File: src/logic/core_pkg.sv
// Core sizes, opcodes, credit depths and the instruction word views
package core_pkg;

    localparam int WORD_W     = 16;
    localparam int REG_COUNT  = 8;
    localparam int REG_ADDR_W = 3;
    localparam int SEQ_W      = 8;
    localparam int CYCLE_W    = 16;
    localparam int IMM_W      = 6;
    localparam int SHAMT_W    = $clog2(WORD_W);

    // Queue depth is also the host's starting instruction credit
    localparam int QUEUE_DEPTH = 4;
    localparam int QUEUE_PTR_W = $clog2(QUEUE_DEPTH);
    localparam int QUEUE_CNT_W = $clog2(QUEUE_DEPTH + 1);

    localparam int TRACE_CREDITS = 4;
    localparam int TRACE_CNT_W   = $clog2(TRACE_CREDITS + 1);

    // Codes above OP_SHLI decode as NOP
    typedef enum logic [3:0] {
        OP_NOP  = 4'd0,
        OP_ADD  = 4'd1,
        OP_SUB  = 4'd2,
        OP_AND  = 4'd3,
        OP_OR   = 4'd4,
        OP_XOR  = 4'd5,
        OP_ADDI = 4'd6,
        OP_SHLI = 4'd7
    } opcode_e;

    // Register form and immediate form share opcode, rd and rs1
    typedef union packed {
        struct packed {
            opcode_e               opcode;
            logic [REG_ADDR_W-1:0] rd;
            logic [REG_ADDR_W-1:0] rs1;
            logic [REG_ADDR_W-1:0] rs2;
            logic [2:0]            unused;
        } r;
        struct packed {
            opcode_e                 opcode;
            logic [REG_ADDR_W-1:0]   rd;
            logic [REG_ADDR_W-1:0]   rs1;
            logic signed [IMM_W-1:0] imm;
        } i;
    } instr_word_u;

endpackage
File: src/logic/core_top.sv
// Core top level: queue, register file, three stages and the tracker
`timescale 1ns/100ps

module core_top (
    input  logic                            clk,
    input  logic                            rst,
    input  logic                            instr_valid,
    input  logic [core_pkg::WORD_W-1:0]     instr_word,
    input  logic                            trace_credit,
    output logic                            instr_credit,
    output logic                            trace_valid,
    output logic [core_pkg::SEQ_W-1:0]      trace_seq,
    output logic [core_pkg::REG_ADDR_W-1:0] trace_rd,
    output logic [core_pkg::WORD_W-1:0]     trace_value,
    output logic                            trace_write,
    output logic [core_pkg::CYCLE_W-1:0]    trace_issue_cycle,
    output logic [core_pkg::CYCLE_W-1:0]    trace_retire_cycle
);
    import core_pkg::*;

    logic                  pop_valid;
    logic                  pop_ready;
    logic [WORD_W-1:0]     pop_word;
    logic [REG_ADDR_W-1:0] rs1_addr;
    logic [REG_ADDR_W-1:0] rs2_addr;
    logic [WORD_W-1:0]     rs1_data;
    logic [WORD_W-1:0]     rs2_data;

    // Decode to execute
    logic                  dec_valid;
    opcode_e               dec_op;
    logic [REG_ADDR_W-1:0] dec_rd;
    logic [WORD_W-1:0]     dec_a;
    logic [WORD_W-1:0]     dec_b;
    logic                  dec_write;

    // Execute to result, also forwarded to decode
    logic                  ex_valid;
    logic [REG_ADDR_W-1:0] ex_rd;
    logic [WORD_W-1:0]     ex_value;
    logic                  ex_write;

    logic                  wb_en;
    logic [REG_ADDR_W-1:0] wb_addr;
    logic [WORD_W-1:0]     wb_data;
    logic                  stall;
    logic [SEQ_W-1:0]      ret_seq;
    logic [CYCLE_W-1:0]    ret_issue_cycle;
    logic [CYCLE_W-1:0]    ret_cycle;

    instr_queue    queue0   (.*);
    register_file  regs0    (.*);
    decode_stage   decode0  (.*);
    execute_stage  execute0 (.*);
    result_stage   result0  (.*);
    retire_tracker tracker0 (.*);

endmodule

File: src/logic/retire_tracker.sv
// Instruction tracker: cycle counter, sequence counter and per-stage stamps
`timescale 1ns/100ps

module retire_tracker (
    input  logic                         clk,
    input  logic                         rst,
    input  logic                         stall,
    input  logic                         pop_valid,
    input  logic                         pop_ready,
    input  logic                         dec_valid,
    input  logic                         ex_valid,
    input  logic                         trace_valid,
    output logic [core_pkg::SEQ_W-1:0]   ret_seq,
    output logic [core_pkg::CYCLE_W-1:0] ret_issue_cycle,
    output logic [core_pkg::CYCLE_W-1:0] ret_cycle
);
    import core_pkg::*;

    logic [CYCLE_W-1:0] cycle_count;
    logic [SEQ_W-1:0]   seq_count;
    logic               issue;
    logic               r_busy;
    logic               r_advance;

    // Shadow stamps, one pair per stage
    logic [SEQ_W-1:0]   d_seq;
    logic [SEQ_W-1:0]   e_seq;
    logic [SEQ_W-1:0]   r_seq;
    logic [CYCLE_W-1:0] d_issue;
    logic [CYCLE_W-1:0] e_issue;
    logic [CYCLE_W-1:0] r_issue;

    assign issue = pop_valid && pop_ready;

    // Result slot takes a new entry when empty or retiring
    assign r_advance = !r_busy || trace_valid;

    ////////////////////
    // Counters
    always_ff @(posedge clk) begin
        if (rst) begin
            cycle_count <= '0;
            seq_count   <= '0;
            r_busy      <= 1'b0;
        end else begin
            cycle_count <= cycle_count + 1'b1;
            if (issue) begin
                seq_count <= seq_count + 1'b1;
            end
            if (r_advance) begin
                r_busy <= ex_valid;
            end
        end
    end

    ////////////////////
    // Shadow pipeline
    always_ff @(posedge clk) begin
        if (!stall) begin
            if (issue) begin
                d_seq   <= seq_count;
                // Stamp the first cycle spent in decode
                d_issue <= cycle_count + 1'b1;
            end
            if (dec_valid) begin
                e_seq   <= d_seq;
                e_issue <= d_issue;
            end
        end
        if (r_advance && ex_valid) begin
            r_seq   <= e_seq;
            r_issue <= e_issue;
        end
    end

    assign ret_seq         = r_seq;
    assign ret_issue_cycle = r_issue;
    assign ret_cycle       = cycle_count;

endmodule

File: src/logic/result_stage.sv
// Result stage: result register, write-back, trace port and trace credits
`timescale 1ns/100ps

module result_stage (
    input  logic                            clk,
    input  logic                            rst,
    input  logic                            trace_credit,
    input  logic                            ex_valid,
    input  logic [core_pkg::REG_ADDR_W-1:0] ex_rd,
    input  logic [core_pkg::WORD_W-1:0]     ex_value,
    input  logic                            ex_write,
    input  logic [core_pkg::SEQ_W-1:0]      ret_seq,
    input  logic [core_pkg::CYCLE_W-1:0]    ret_issue_cycle,
    input  logic [core_pkg::CYCLE_W-1:0]    ret_cycle,
    output logic                            stall,
    output logic                            wb_en,
    output logic [core_pkg::REG_ADDR_W-1:0] wb_addr,
    output logic [core_pkg::WORD_W-1:0]     wb_data,
    output logic                            trace_valid,
    output logic [core_pkg::SEQ_W-1:0]      trace_seq,
    output logic [core_pkg::REG_ADDR_W-1:0] trace_rd,
    output logic [core_pkg::WORD_W-1:0]     trace_value,
    output logic                            trace_write,
    output logic [core_pkg::CYCLE_W-1:0]    trace_issue_cycle,
    output logic [core_pkg::CYCLE_W-1:0]    trace_retire_cycle
);
    import core_pkg::*;

    logic [TRACE_CNT_W-1:0] credit_count;
    logic                   has_credit;
    logic                   res_valid;
    logic [REG_ADDR_W-1:0]  res_rd;
    logic [WORD_W-1:0]      res_value;
    logic                   res_write;

    ////////////////////
    // Retire decision
    assign has_credit  = (credit_count != '0);
    assign trace_valid = res_valid && has_credit;
    assign stall       = res_valid && !has_credit;

    assign wb_en   = trace_valid && res_write;
    assign wb_addr = res_rd;
    assign wb_data = res_value;

    assign trace_seq          = ret_seq;
    assign trace_rd           = res_rd;
    assign trace_value        = res_value;
    assign trace_write        = res_write;
    assign trace_issue_cycle  = ret_issue_cycle;
    assign trace_retire_cycle = ret_cycle;

    ////////////////////
    // Result register and credits
    always_ff @(posedge clk) begin
        if (rst) begin
            res_valid    <= 1'b0;
            credit_count <= TRACE_CNT_W'(TRACE_CREDITS);
        end else begin
            if (!stall) begin
                res_valid <= ex_valid;
            end
            credit_count <= credit_count - TRACE_CNT_W'(trace_valid)
                            + TRACE_CNT_W'(trace_credit);
        end
    end

    always_ff @(posedge clk) begin
        if (!stall) begin
            res_rd    <= ex_rd;
            res_value <= ex_value;
            res_write <= ex_write;
        end
    end

endmodule

File: src/logic/execute_stage.sv
// Execute stage: ALU and execute register
`timescale 1ns/100ps

module execute_stage (
    input  logic                            clk,
    input  logic                            rst,
    input  logic                            stall,
    input  logic                            dec_valid,
    input  core_pkg::opcode_e               dec_op,
    input  logic [core_pkg::REG_ADDR_W-1:0] dec_rd,
    input  logic [core_pkg::WORD_W-1:0]     dec_a,
    input  logic [core_pkg::WORD_W-1:0]     dec_b,
    input  logic                            dec_write,
    output logic                            ex_valid,
    output logic [core_pkg::REG_ADDR_W-1:0] ex_rd,
    output logic [core_pkg::WORD_W-1:0]     ex_value,
    output logic                            ex_write
);
    import core_pkg::*;

    logic [WORD_W-1:0] alu_value;

    // All results wrap at 16 bits
    always_comb begin
        case (dec_op)
            OP_ADD, OP_ADDI: begin
                alu_value = dec_a + dec_b;
            end
            OP_SUB: begin
                alu_value = dec_a - dec_b;
            end
            OP_AND: begin
                alu_value = dec_a & dec_b;
            end
            OP_OR: begin
                alu_value = dec_a | dec_b;
            end
            OP_XOR: begin
                alu_value = dec_a ^ dec_b;
            end
            OP_SHLI: begin
                alu_value = dec_a << dec_b[SHAMT_W-1:0];
            end
            default: begin
                alu_value = '0;
            end
        endcase
    end

    always_ff @(posedge clk) begin
        if (rst) begin
            ex_valid <= 1'b0;
        end else if (!stall) begin
            ex_valid <= dec_valid;
        end
    end

    // Payload freezes with the valid bit under stall
    always_ff @(posedge clk) begin
        if (!stall) begin
            ex_rd    <= dec_rd;
            ex_value <= alu_value;
            ex_write <= dec_write;
        end
    end

endmodule

File: src/logic/decode_stage.sv
// Decode stage: field decode, decode register and operand forwarding
`timescale 1ns/100ps

module decode_stage (
    input  logic                            clk,
    input  logic                            rst,
    input  logic                            stall,
    input  logic                            pop_valid,
    input  logic [core_pkg::WORD_W-1:0]     pop_word,
    input  logic [core_pkg::WORD_W-1:0]     rs1_data,
    input  logic [core_pkg::WORD_W-1:0]     rs2_data,
    input  logic                            ex_valid,
    input  logic                            ex_write,
    input  logic [core_pkg::REG_ADDR_W-1:0] ex_rd,
    input  logic [core_pkg::WORD_W-1:0]     ex_value,
    input  logic                            wb_en,
    input  logic [core_pkg::REG_ADDR_W-1:0] wb_addr,
    input  logic [core_pkg::WORD_W-1:0]     wb_data,
    output logic                            pop_ready,
    output logic [core_pkg::REG_ADDR_W-1:0] rs1_addr,
    output logic [core_pkg::REG_ADDR_W-1:0] rs2_addr,
    output logic                            dec_valid,
    output core_pkg::opcode_e               dec_op,
    output logic [core_pkg::REG_ADDR_W-1:0] dec_rd,
    output logic [core_pkg::WORD_W-1:0]     dec_a,
    output logic [core_pkg::WORD_W-1:0]     dec_b,
    output logic                            dec_write
);
    import core_pkg::*;

    instr_word_u       word;
    opcode_e           op;
    logic              use_imm;
    logic [WORD_W-1:0] imm_ext;
    logic              d_use_imm;
    logic [WORD_W-1:0] d_imm;

    // Newest producer wins: execute, then write-back, then the file
    function automatic logic [WORD_W-1:0] operand(
        input logic [REG_ADDR_W-1:0] addr,
        input logic [WORD_W-1:0]     rf_data
    );
        if (ex_valid && ex_write && (ex_rd == addr)) begin
            return ex_value;
        end else if (wb_en && (wb_addr == addr)) begin
            return wb_data;
        end
        return rf_data;
    endfunction

    assign pop_ready = !stall;

    ////////////////////
    // Field decode
    always_comb begin
        word = pop_word;
        op   = word.r.opcode;
        if (op > OP_SHLI) begin
            op = OP_NOP;
        end
        use_imm = (op == OP_ADDI) || (op == OP_SHLI);
        imm_ext = {{(WORD_W - IMM_W){word.i.imm[IMM_W-1]}}, word.i.imm};
    end

    ////////////////////
    // Decode register
    always_ff @(posedge clk) begin
        if (rst) begin
            dec_valid <= 1'b0;
        end else if (!stall) begin
            dec_valid <= pop_valid;
        end
    end

    always_ff @(posedge clk) begin
        if (!stall) begin
            dec_op    <= op;
            dec_rd    <= word.r.rd;
            rs1_addr  <= word.r.rs1;
            rs2_addr  <= word.r.rs2;
            dec_write <= (op != OP_NOP);
            d_use_imm <= use_imm;
            d_imm     <= imm_ext;
        end
    end

    // Operands are read while the instruction sits in decode
    always_comb begin
        dec_a = operand(rs1_addr, rs1_data);
        dec_b = d_use_imm ? d_imm : operand(rs2_addr, rs2_data);
    end

endmodule

File: src/logic/register_file.sv
// Eight-entry register file, two combinational reads and one clocked write
`timescale 1ns/100ps

module register_file (
    input  logic                            clk,
    input  logic                            rst,
    input  logic [core_pkg::REG_ADDR_W-1:0] rs1_addr,
    input  logic [core_pkg::REG_ADDR_W-1:0] rs2_addr,
    input  logic                            wb_en,
    input  logic [core_pkg::REG_ADDR_W-1:0] wb_addr,
    input  logic [core_pkg::WORD_W-1:0]     wb_data,
    output logic [core_pkg::WORD_W-1:0]     rs1_data,
    output logic [core_pkg::WORD_W-1:0]     rs2_data
);
    import core_pkg::*;

    logic [WORD_W-1:0] regs [REG_COUNT];

    always_ff @(posedge clk) begin
        if (rst) begin
            for (int i = 0; i < REG_COUNT; i++) begin
                regs[i] <= '0;
            end
        end else if (wb_en) begin
            regs[wb_addr] <= wb_data;
        end
    end

    // Same-cycle write bypass is done in decode
    assign rs1_data = regs[rs1_addr];
    assign rs2_data = regs[rs2_addr];

endmodule

File: src/logic/instr_queue.sv
// Instruction FIFO between the host and decode, with credit return on pop
`timescale 1ns/100ps

module instr_queue (
    input  logic                        clk,
    input  logic                        rst,
    input  logic                        instr_valid,
    input  logic [core_pkg::WORD_W-1:0] instr_word,
    input  logic                        pop_ready,
    output logic                        instr_credit,
    output logic                        pop_valid,
    output logic [core_pkg::WORD_W-1:0] pop_word
);
    import core_pkg::*;

    logic [WORD_W-1:0]      entries [QUEUE_DEPTH];
    logic [QUEUE_PTR_W-1:0] wr_ptr;
    logic [QUEUE_PTR_W-1:0] rd_ptr;
    logic [QUEUE_CNT_W-1:0] count;
    logic                   push;
    logic                   pop;

    // Writes into a full queue are dropped
    assign push = instr_valid && (count != QUEUE_CNT_W'(QUEUE_DEPTH));
    assign pop  = pop_valid && pop_ready;

    assign pop_valid = (count != '0);
    assign pop_word  = entries[rd_ptr];

    always_ff @(posedge clk) begin
        if (push) begin
            entries[wr_ptr] <= instr_word;
        end
    end

    // Depth is a power of two so the pointers wrap on their own
    always_ff @(posedge clk) begin
        if (rst) begin
            wr_ptr       <= '0;
            rd_ptr       <= '0;
            count        <= '0;
            instr_credit <= 1'b0;
        end else begin
            if (push) begin
                wr_ptr <= wr_ptr + 1'b1;
            end
            if (pop) begin
                rd_ptr <= rd_ptr + 1'b1;
            end
            count        <= count + QUEUE_CNT_W'(push) - QUEUE_CNT_W'(pop);
            instr_credit <= pop;
        end
    end

endmodule

File: config.mk
export PLATFORM = sky130hd
export DESIGN_NAME = core_top
export DESIGN_NICKNAME = d
export VERILOG_FILES = /design/src/logic/core_pkg.sv /design/src/logic/core_top.sv /design/src/logic/retire_tracker.sv /design/src/logic/result_stage.sv /design/src/logic/execute_stage.sv /design/src/logic/decode_stage.sv /design/src/logic/register_file.sv /design/src/logic/instr_queue.sv
export SDC_FILE = /design/constraint.sdc
export NUM_CORES = 1
export LEC_CHECK = 0
export ABC_CLOCK_PERIOD_IN_PS = 5100
export BUFFER_PORTS_ARGS = -buffer_cell sky130_fd_sc_hd__buf_2
export CAP_MARGIN = 20
export CORE_ASPECT_RATIO = 1.75
export CORE_UTILIZATION = 40
export CTS_CLUSTER_DIAMETER = 120
export DETAILED_ROUTE_END_ITERATION = 16
export PLACE_DENSITY = 0.66
export SYNTH_ARGS = -nofsm -noshare
export SYNTH_HDL_FRONTEND = slang
export SYNTH_HIERARCHICAL = 1
export SYNTH_SLANG_ARGS = --single-unit
File: constraint.sdc
create_clock -name clk -period 5.1 [get_ports clk]
set_input_delay 0.255 -clock clk [delete_from_list [all_inputs] [get_ports clk]]
set_output_delay 0.255 -clock clk [all_outputs]
set_load 0.02 [all_outputs]
==> results of run 1 <==
-- power by group --
group          internal, mW  switching, mW  total (mW)  leakage (nW)
Clock                  1.43           1.13        2.56         0.541
Combinational          3.07           4.53        7.60          3.95
Sequential             3.93          0.374        4.31          3.60
Total                  8.42           6.04        14.5          8.10
-- state kept, by name, summed over array words and instances (netlist names), 4 cells and up, named ones only --
register and flops:
tracker0/seq_count 8, tracker0/ret_seq 8, regs0/regs 128, tracker0/ret_cycle 16
tracker0/ret_issue_cycle 16, queue0/entries 64, tracker0/d_seq 8, tracker0/e_issue 16
tracker0/e_seq 8, execute0/ex_value 16, decode0/dec_op 4, result0/trace_value 16
tracker0/d_issue 16
-- cells by family (layout without fill, tap and decap cells) --
| group | after synthesis | after routing | synth area share (%) |
|---|---|---|---|
| buffers and inverters | 216 | 289 | 6.21 |
| XOR/XNOR | 56 | 56 | 2.58 |
| AND/OR/NAND/NOR | 392 | 392 | 11.1 |
| other | 1 | 1 | 0.0192 |
| flip-flops | 363 | 363 | 53.7 |
| adder cells (fa/ha/maj) | 61 | 61 | 4.02 |
| AO/OA/AOI/OAI | 193 | 193 | 7.41 |
| multiplexers | 155 | 155 | 14.9 |
-- routing by layer --
layer,wire (um),vias to the layer above
met5,0,-
met1,17700,6261
met2,27200,393
met3,2120,164
li1,-,5586
met4,2990,0
-- synthesized netlist by cell type, types with 10 or more instances --
cell type	count	area (um^2)
mux2_2	41	462
a22oi_1	10	75.1
buf_4	65	488
edfxtp_1	322	9670
and2_1	26	163
a221o_1	16	160
mux4_2	23	518
clkinv_1	16	60.1
o21bai_1	10	75.1
dfxtp_1	41	821
nand2b_1	18	113
xor2_1	30	263
mux2i_1	26	260
inv_1	53	199
a21oi_1	32	160
and3_1	13	81.3
nand2_1	50	188
clkbuf_1	39	146
buf_6	16	180
ha_1	58	726
buf_2	14	70.1
xnor2_1	25	219
o31ai_1	15	113
o221ai_1	10	87.6
nor2_1	70	263
nor2b_1	20	125
o21ai_0	25	125
nand3_1	11	55.1
nor3_1	133	666
mux4_1	63	1660
-- worst paths after layout --
check	startpoint	endpoint	depth (start not counted)
max	decode0/rs2_addr[2]	execute0/ex_value[13]	17
min	trace_credit	result0/credit_count[0]	3
max reg2reg	decode0/rs2_addr[2]	execute0/ex_value[13]	17
min reg2reg	tracker0/e_issue[6]	tracker0/ret_issue_cycle[6]	0
-- timing repair --
action,in CTS,in global routing
gates resized for setup,0,1
endpoints found under the hold margin,64,0
buffers inserted,0,0
hold buffers,16,0
setup endpoints to repair,0,1
-- through the flow --
step                      instances  total power, mW
after floorplan                1437             9.74
after global placement         2077             11.7
after detailed placement       2078             11.8
after CTS                      2158             14.4
after global routing           2158             15.2
final                          2158             14.5
-- cells in the final DEF (no fill, tap or decap), types with 11 or more instances in the layout --
master         Yosys  final
edfxtp_1         322    322
nor3_1           133    133
buf_2             14     81
nor2_1            70     68
mux4_1            63     63
ha_1              58     58
buf_4             65     56
inv_1             53     53
nand2_1           50     50
dfxtp_1           41     41
mux2_2            41     41
clkbuf_16          0     38
a21oi_1           32     32
xor2_1            30     30
and2_1            26     26
mux2i_1           26     26
xnor2_1           25     25
o21ai_0           25     25
mux4_2            23     23
clkinv_1          16     22
nor2b_1           20     19
nand2b_1          18     18
a221o_1           16     16
dlygate4sd3_1      0     16
o31ai_1           15     15
and3_1            13     13
nand3_1           11     11
-- critical path, cell delays in order, from the launching register on --
cell and delay (ns):
edfxtp_1 0.41, buf_4 0.44, mux4_1 0.37, mux2_2 0.27
a221oi_1 0.28, o31ai_1 0.17, nor3_1 0.26, nand3_1 0.23
nor2_2 0.30, a41oi_1 0.18, xnor2_1 0.16, ha_1 0.36
a21o_1 0.24, a21oi_1 0.23, a2bb2oi_1 0.26, o22ai_1 0.12
nor2_1 0.11, o21ai_0 0.08
-- layout make-up --
| cell class | instances | area, um^2 | area share, % |
|---|---|---|---|
| clock inverter | 19 | 146 | 0.678 |
| timing repair buffer | 156 | 1050 | 4.88 |
| tap | 648 | 811 | 3.75 |
| inverter | 69 | 259 | 1.20 |
| sequential | 363 | 10500 | 48.6 |
| clock buffer | 45 | 977 | 4.53 |
| multi-input combinational | 858 | 7860 | 36.4 |
==> summary.md, run 1 <==
| Metric | Value |
|---|---|
| Deepest clock path buffer count | 3 |
| Initial Utilization | about two fifths |
| Pre-Repair DR Iteration Count | 5 |
| Type of the most critical hold path | primary input to flop |
| Max VDD drop | between 0.0003 and 0.0004 V |
| Final HPWL DP | about 35,000 um |
| Clk slew on worst S/H paths | roughly 0.060 ns |
| Post-synthesis cell area | between 15,000 and 20,000 um^2 |
| R2R Setup Slk | 0.34 ns |
| Crit-path max FO | 33 |
| Port-buffer cells | 81 |
| CTS root buf | clkbuf_16 |
| Clock Skew | 0.0224 ns |
| Setup violations, final | 0 |
| IO Pins | 82 |
| Unrepaired setup endpoints after global routing | false |
| Post-Syn Instances | 1,437 |
| Final ANT Viol Nets | 0 |
| Peak Freq | roughly 0.21 GHz |
| Clock tree from TritonCTS | done |
| Syn_area_per_cell | 13.6 um^2 |
| Required @ worst endpoint | 5.39 ns |
| Die ar. | 49,800 um^2 |
| Sequential-to-total area share from yosys stat | 53.7% |
| Number of global-route vias before repair | between 10,000 and 15,000 |
| Status | completed |
| Final period util | 93.4% |
| CTS sink cnt | 363 |
| Startpoint Class | flop |
| Setup slack at placement | 0.320 ns |
| Detailed-route DRC error count | 0 |
| ANT cells | 0 |
| Max Cap Viol | 0 |
| GR Util met2 | 39.3% |
| Total GRT Usage | 20.4% |
| Met1 usage | 20.7% |
| Largest net degree at the start of global routing | 58 |
| Asr flop ratio synth | 0% |
| Worst skew pair latency | approximately 0.54 ns |
| Least-Margin Pin Slew | ~1.1 ns |
| Initial antenna violation count | 0 |
| Routed WL per cell | 23.2 um |
| CTS buffer count | 36 |
| Post-synth EDFFs | 322 |
| Grt ovf | 0 |
| Share of cells above drive strength 1 | 19.9% |
| Fill cells | 4,301 |
| Core ar. | 48,000 um^2 |
| DR vias/cell | 5.75 |
| Drt total wl | 50,100 um |
| Grt met3 use | 2.73% |
| Rel. slew slack | between 20% and 30% |
| Fin util | 45.0% |
| Main flop type after synthesis | edfxtp_1 |
| Synthesis-stage register bit count | 363 |
| Crit path arrival time | 5.05 ns |
| Finished layout cell area | about 22,000 um^2 |
| Placed Area | 20,300 um^2 |
| Die X | 169 um |
| Final min period | approximately 4.8 ns |
| Global placement routability congestion | 0.957 |
| Nets | 1,565 |
| Area growth, synth to finish | 10.5% |
| Yosys warning total | 6 |
| Leakage | approximately 8.1 nW |
| Hold Vio Cnt, Final | 0 |
| WHS | 0.0922 ns |
| Setup TNS | 0 ns |
| CP Capture Type | flop |
| Global route hottest layer | met2 |
| Synth Net Count | 1,518 |
| Fin worst setup slack | 0.338 ns |
| Post-synthesis cell type count | 85 |
| Worst setup path category | flop to flop |
| First-pass GRT wire length | 75,900 um |
| DIE HEIGHT | 294 um |
| Slew Limit Fails | 0 |
| # H-tree levels | 2 |
| Total number of vias | 12,400 |
| Number of DRC markers in iteration 0 | 806 |
| Site Rows | 106 |
| Pwr Density | 670 nW/um^2 |
(Power assumes the default switching activity.)
==> run 2, diff against run 1 <==
--- a/config.mk
+++ b/config.mk
@@ -6,7 +6,7 @@
 export NUM_CORES = 1
 export LEC_CHECK = 0
 export ABC_CLOCK_PERIOD_IN_PS = 5100
-export BUFFER_PORTS_ARGS = -buffer_cell sky130_fd_sc_hd__buf_2
+export BUFFER_PORTS_ARGS = -buffer_cell sky130_fd_sc_hd__clkbuf_2
 export CAP_MARGIN = 20
 export CORE_ASPECT_RATIO = 1.75
 export CORE_UTILIZATION = 40
==> summary.md, run 2 (same netlist as run 1, synthesis figures left out) <==
| Metric | Value |
|---|---|
| Grt ovf | 0 (unchanged) |
| Largest Register | regs0/regs |
| Max FFs per register | 128 (unchanged) |
| Total GRT Usage | 19.8% (-0.58 points) |
| Number of global-route vias before repair | 12,700 (-2.5%) |
| Final HPWL DP | 34,400 um (-2.8%) |
| Sequential power share | 29.8% (about the same) |
| Max VDD drop | 0.000371 V (+1.5%) |
| Worst skew pair latency | 0.54 ns (about the same) |
| Largest registers | regs0/regs (128), queue0/entries (64) |
| Global placement routability congestion | 0.947 (-1.0%) |
| Gate power share | 52.2% (-0.3 points) |
| Setup slack at placement | 0.265 ns (-0.0559 ns) |
| DIE HEIGHT | 294 um (unchanged) |
| CP cell instances | o31a_2 -> and2_1 -> or4b_4 -> buf_4 -> a221oi_2 -> o31ai_1 -> inv_1 -> a31oi_1 -> xnor2_1 -> ha_1 -> a21o_1 -> a21oi_1 -> nor2b_1 -> a311oi_2 -> xor2_1 -> o2111ai_1 |
| Grt met3 use | 3.10% (+0.38 points) |
| Deepest clock path buffer count | 3 (unchanged) |
| Final period util | 92.8% (-0.58 points) |
| Clock tree from TritonCTS | done |
| Required @ worst endpoint | 5.34 ns (-0.05 ns) |
| Number of DRC markers in iteration 0 | 798 (-0.99%) |
| CP max stage delay | 0.84 ns (+0.40 ns) |
| Core ar. | 48,000 um^2 (unchanged) |
| CTS root buf | clkbuf_16 |
| Leakage | 8.11 nW (+0.21%) |
| Worst setup path category | flop to flop |
| CTS buffer count | 36 (unchanged) |
| Least-Margin Pin Slew | 1.01 ns (-0.0912 ns) |
| Net Sw Power | 5.91 mW (-2.2%) |
| Clock Skew | 0.0290 ns (+0.00660 ns) |
| Pwr Total | 14.4 mW (-0.73%) |
| R2R Setup Slk | 0.37 ns (+0.03 ns) |
| Fin util | 45.1% (+0.086 points) |
| GR Util met2 | 37.6% (-1.6 points) |
| Routed WL per cell | 22.6 um (-2.7%) |
| Worst Hold Launch | trace_credit |
| Setup violations, final | 0 (unchanged) |
| Met1 usage | 19.9% (-0.82 points) |
| Crit path arrival time | 4.98 ns (-0.07 ns) |
| Post-CTS Setup Inserts | 0 (unchanged) |
| Setup TNS | 0 ns (unchanged) |
| First-pass GRT wire length | 73,900 um (-2.7%) |
| Final min period | 4.73 ns (-0.0294 ns) |
| Slew Limit Fails | 0 (unchanged) |
| Total number of vias | 12,200 (-1.3%) |
| Hold Vio Cnt, Final | 0 (unchanged) |
| Port-buffer cells | 81 (unchanged) |
| Pre-Repair DR Iteration Count | 5 (unchanged) |
| Detailed-route DRC error count | 0 (unchanged) |
| Rel. slew slack | 32.3% (+6.1 points) |
| Final std cells w/o fill | 2,159 (+0.046%) |
| Peak Freq | 0.211 GHz (+0.62%) |
| IO Pins | 82 (unchanged) |
| Initial antenna violation count | 0 (unchanged) |
| WHS | 0.122 ns (+0.0301 ns) |
| Commonest non-fill, non-tap cells in the layout | 322 x edfxtp_1, 133 x nor3_1, 81 x clkbuf_2 |
| Hold Path End | result0/credit_count[0] |
| ANT cells | 0 (unchanged) |
| # H-tree levels | 2 (unchanged) |
| Fill cells | 4,314 (+0.30%) |
| Worst hold stages | 3 (unchanged) |
| Area growth, synth to finish | 10.7% |
| Largest net degree at the start of global routing | 69 (+19%) |
| Switching Share | 41.1% (-0.62 points) |
| Unrepaired setup endpoints after global routing | false |
| Initial Utilization | 40.7% (unchanged) |
| Max Cap Viol | 0 (unchanged) |
| Startpoint Class | flop |
| DR vias/cell | 5.67 (-1.3%) |
| Placed insts | 2,080 (+0.096%) |
| Reg2reg end | execute0/ex_value[12] |
| Finished layout cell area | 21,600 um^2 (+0.19%) |
| Crit-path max FO | 10 (-70%) |
| Clock power frac | 18.0% (+0.3 points) |
| Final ANT Viol Nets | 0 (unchanged) |
| CTS sink cnt | 363 (unchanged) |
| Commonest non-fill, non-tap cell in the layout | edfxtp_1 |
| Global route hottest layer | met2 |
| Worst r2r path cells | 16 (-1) |
| Nets | 1,568 (+0.19%) |
| Site Rows | 106 (unchanged) |
| Die X | 169 um (unchanged) |
| Pwr Density | 664 nW/um^2 (-0.92%) |
| CP max-delay cell | o31ai_1 |
| Die ar. | 49,800 um^2 (unchanged) |
| Fin worst setup slack | 0.368 ns (+0.0294 ns) |
| Clk slew on worst S/H paths | 0.06 ns (about the same) |
| Status | completed |
| Placed Area | 20,300 um^2 (about the same) |
| Share of cells above drive strength 1 | 20.1% (+0.25 points) |
| Type of the most critical hold path | primary input to flop |
| Drt total wl | 48,700 um (-2.7%) |
| CP Capture Type | flop |
| Int Pwr | 8.45 mW (+0.32%) |
| R2r startpoint | result0/credit_count[0] |
[run 2: area by class of cell]
| class | instances | area, um^2 | area share, % |
|---|---|---|---|
| timing repair buffer | 159 | 1080 | 4.97 |
| sequential | 363 | 10500 | 48.5 |
| inverter | 69 | 259 | 1.20 |
| clock buffer | 44 | 993 | 4.59 |
| tap | 648 | 811 | 3.75 |
| multi-input combinational | 858 | 7860 | 36.3 |
| clock inverter | 18 | 146 | 0.677 |
[run 2: critical path, delay by kind of cell (launching register included)]
kind | cells | cell delay [ns]
compound gates | 8 | 2.39
xor+xnor | 2 | 0.29
fa+ha+maj | 1 | 0.40
buf+inv | 2 | 0.50
flops | 1 | 0.35
simple gates | 3 | 0.51
[run 2: layer usage]
metal / vias up / routed length, um / part of all wire [%]
met5: - / 0 / 0
met4: 0 / 3060 / 6.3
met3: 152 / 2230 / 4.6
met2: 404 / 26500 / 54
met1: 6085 / 16900 / 35
li1: 5602 / - / -
[run 2: repair_timing]
item,4_1_cts,5_1_grt
gates resized for setup,0,1
setup endpoints to repair,0,1
endpoints found under the hold margin,64,0
hold buffers,16,0
[run 2: worst max-delay path by stage]
stage                                        from               endpoint  slack, ns  cells after the start
after floorplan               result0/trace_rd[2]  execute0/ex_value[15]       0.52                     20
after global placement    result0/credit_count[0]  execute0/ex_value[12]       0.27                     16
after detailed placement  result0/credit_count[0]  execute0/ex_value[12]       0.26                     16
after CTS                 result0/credit_count[0]  execute0/ex_value[12]       0.25                     16
after global routing      result0/credit_count[0]  execute0/ex_value[12]       0.08                     16
final                     result0/credit_count[0]  execute0/ex_value[12]       0.37                     16
[run 2: power groups by stage]
stage / Sequential, mW / Combinational (mW) / Clock [mW]
floorplan: 4.24 / 5.50 / 0
global placement: 4.32 / 7.35 / 0
detailed placement: 4.34 / 7.40 / 0
global route: 4.34 / 8.12 / 2.73
CTS: 4.28 / 7.45 / 2.64
finish: 4.28 / 7.50 / 2.58
==> run 3, diff against run 2 <==
--- a/config.mk
+++ b/config.mk
@@ -5,7 +5,7 @@
 export SDC_FILE = /design/constraint.sdc
 export NUM_CORES = 1
 export LEC_CHECK = 0
-export ABC_CLOCK_PERIOD_IN_PS = 5100
+export ABC_CLOCK_PERIOD_IN_PS = 5850
 export BUFFER_PORTS_ARGS = -buffer_cell sky130_fd_sc_hd__clkbuf_2
 export CAP_MARGIN = 20
 export CORE_ASPECT_RATIO = 1.75
==> constraint.sdc (replaced) <==
create_clock -name clk -period 5.85 [get_ports clk]
set_input_delay 0.2925 -clock clk [delete_from_list [all_inputs] [get_ports clk]]
set_output_delay 0.2925 -clock clk [all_outputs]
set_load 0.02 [all_outputs]
==> summary.md, run 3 (same netlist as run 1, synthesis figures left out) <==
| Metric | Value |
|---|---|
| Status | completed |
| CP max stage delay | 0.87 ns (+0.03 ns) |
| Placed insts | 2,067 (-0.63%) |
| Detailed-route DRC error count | 0 (unchanged) |
| Commonest non-fill, non-tap cell in the layout | edfxtp_1 |
| Setup TNS | 0 ns (unchanged) |
| Site Rows | 106 (unchanged) |
| ANT cells | 0 (unchanged) |
| Pwr Density | 583 nW/um^2 (-12%) |
| Largest Register | regs0/regs |
| CTS root buf | clkbuf_16 |
| Number of DRC markers in iteration 0 | 998 (+25%) |
| IO Pins | 82 (unchanged) |
| Initial antenna violation count | 0 (unchanged) |
| Worst r2r path cells | 15 (-1) |
| Port-buffer cells | 81 (unchanged) |
| # H-tree levels | 2 (unchanged) |
| Crit path top cell by count | xnor2_1 |
| Crit-path max FO | 25 (+15) |
| Nets | 1,556 (-0.77%) |
| Clk slew on worst S/H paths | 0.06 ns (about the same) |
| Crit path depth | 15 (-1) |
| Peak Freq | 0.197 GHz (-6.8%) |
| CP Buf/Inv Count | 2 (unchanged) |
| Worst hold stages | 3 (unchanged) |
| Deepest clock path buffer count | 3 (unchanged) |
| Final std cells w/o fill | 2,149 (-0.46%) |
| Total number of vias | 12,200 (-0.20%) |
| Area growth, synth to finish | 10.4% |
| DIE HEIGHT | 294 um (unchanged) |
| CP Capture Type | flop |
| Clock tree from TritonCTS | done |
| Total GRT Usage | 20.2% (+0.34 points) |
| Unrepaired setup endpoints after global routing | false |
| Share of cells above drive strength 1 | 19.5% (-0.67 points) |
| Die X | 169 um (unchanged) |
| Initial Utilization | 40.7% (unchanged) |
| Cell family with most CP delay | compound AO/OA/AOI/OAI gates |
| Drt total wl | 49,400 um (+1.5%) |
| DR vias/cell | 5.69 (+0.27%) |
| Final min period | 5.08 ns (+0.346 ns) |
| Number of global-route vias before repair | 12,800 (+0.59%) |
| Max Cap Viol | 0 (unchanged) |
| Hold Vio Cnt, Final | 0 (unchanged) |
| Crit path arrival time | 5.36 ns (+0.38 ns) |
| Max FFs per register | 128 (unchanged) |
| Required @ worst endpoint | 6.13 ns (+0.79 ns) |
| Grt ovf | 0 (unchanged) |
| Final period util | 86.8% (-6.0 points) |
| Post-cts sizing count | 0 (unchanged) |
| Largest registers | regs0/regs (128), queue0/entries (64) |
| Commonest non-fill, non-tap cells in the layout | 322 x edfxtp_1, 133 x nor3_1, 81 x clkbuf_2 |
| Largest net degree at the start of global routing | 60 (-13%) |
| Global placement routability congestion | 0.952 (+0.53%) |
| Rel. slew slack | 30.1% (-2.3 points) |
| Least-Margin Pin Slew | 1.04 ns (+0.0336 ns) |
| Final ANT Viol Nets | 0 (unchanged) |
| Pre-Repair DR Iteration Count | 5 (unchanged) |
| CTS buffer count | 36 (unchanged) |
| Routed WL per cell | 23.0 um (+1.9%) |
| Die ar. | 49,800 um^2 (unchanged) |
| Core ar. | 48,000 um^2 (unchanged) |
| CTS sink cnt | 363 (unchanged) |
| First-pass GRT wire length | 75,300 um (+1.9%) |
| Startpoint Class | flop |
| Worst setup path category | flop to flop |
| Type of the most critical hold path | primary input to flop |
| Max VDD drop | 0.000289 V (-22%) |
| Slew Limit Fails | 0 (unchanged) |
| CP max-delay cell | o31ai_1 |
| Clock Skew | 0.0216 ns (-0.00742 ns) |
| Worst skew pair latency | 0.53 ns (about the same) |
| Leakage | 8.07 nW (-0.58%) |
| CP cell instances | buf_4 -> xnor2_1 -> and3_1 -> a221oi_2 -> o31ai_1 -> inv_1 -> a41oi_1 -> xnor2_1 -> ha_1 -> a21o_1 -> a21oi_1 -> a2bb2oi_1 -> o22ai_1 -> nor2_1 -> o21ai_0 |
| Final HPWL DP | 34,600 um (+0.60%) |
| Setup violations, final | 0 (unchanged) |
==> run 3: cell types whose count changed in the layout (fill, tap and decap cells not counted), sizes merged <==
cell,previous run,this run
inv,56,54
bufinv,1,4
clkinvlp,1,2
clkbuf,125,127
clkinv,29,27
buf,62,50
==> run 3: layout make-up <==
type | count | area [um^2]
clock inverters | 18 | 210
well taps | 648 | 811
repair buffers | 147 | 965
clock buffers | 46 | 981
flip-flops and latches | 363 | 10500
inverters | 69 | 259
multi-input cells | 858 | 7850
fillers | 4339 | 26400
==> run 3: worst reg2reg max path, cell delays in order, from the launching register on <==
cell       delay [ns]
edfxtp_1         0.43
buf_4            0.30
xnor2_1          0.76
and3_1           0.27
a221oi_2         0.06
o31ai_1          0.87
inv_1            0.29
a41oi_1          0.30
xnor2_1          0.09
ha_1             0.40
a21o_1           0.25
a21oi_1          0.23
a2bb2oi_1        0.26
o22ai_1          0.12
nor2_1           0.11
o21ai_0          0.08
==> run 3: timing repair <==
action / 4_1_cts / 5_1_grt
endpoints found under the setup margin: 0 / 0
hold buffers: 15 / 1
buffers inserted: 0 / 0
endpoints found under the hold margin: 60 / 4
==> run 3: per-layer routing <==
| layer | vias to the layer above | routed length, um | share of wire [%] | global-route usage [%] |
|---|---|---|---|---|
| met4 | 0 | 2940 | 6.0 | 11.8 |
| met2 | 409 | 27000 | 55 | 38.3 |
| met5 | - | 0 | 0 | 0 |
| met1 | 6080 | 17300 | 35 | 20.8 |
| met3 | 157 | 2120 | 4.3 | 2.85 |
| li1 | 5573 | - | - | - |
==> run 3: through the flow <==
step                      power [mW]  instance area, um^2  setup slack, ns  hold slack [ns]  utilization [%]
after floorplan                 8.49                19500             1.27            0.355                -
after global routing            13.2                21600            0.475            0.169             44.9
after detailed placement        10.2                20200            0.705            0.405             42.0
after CTS                       12.6                21500            0.688          0.00471             44.8
after global placement          10.1                20200            0.684            0.401             42.0
final                           12.6                21600            0.772            0.152             44.9
==> run 3: path summary, 6_finish.rpt <==
| check | from | to | slack, ns |
|---|---|---|---|
| worst max register to register | decode0/rs2_addr[0] | execute0/ex_value[13] | 0.77 |
| worst min register to register | tracker0/d_issue[10] | tracker0/e_issue[10] | 0.41 |
| worst min-delay path | trace_credit | result0/credit_count[0] | 0.15 |
| worst max-delay path | decode0/rs2_addr[0] | execute0/ex_value[13] | 0.77 |
==> run 3: where the power goes <==
group / leakage (nW) / internal (mW) / switching (mW)
Combinational: 3.88 / 2.58 / 3.93
Sequential: 3.60 / 3.43 / 0.293
Clock: 0.578 / 1.37 / 0.966
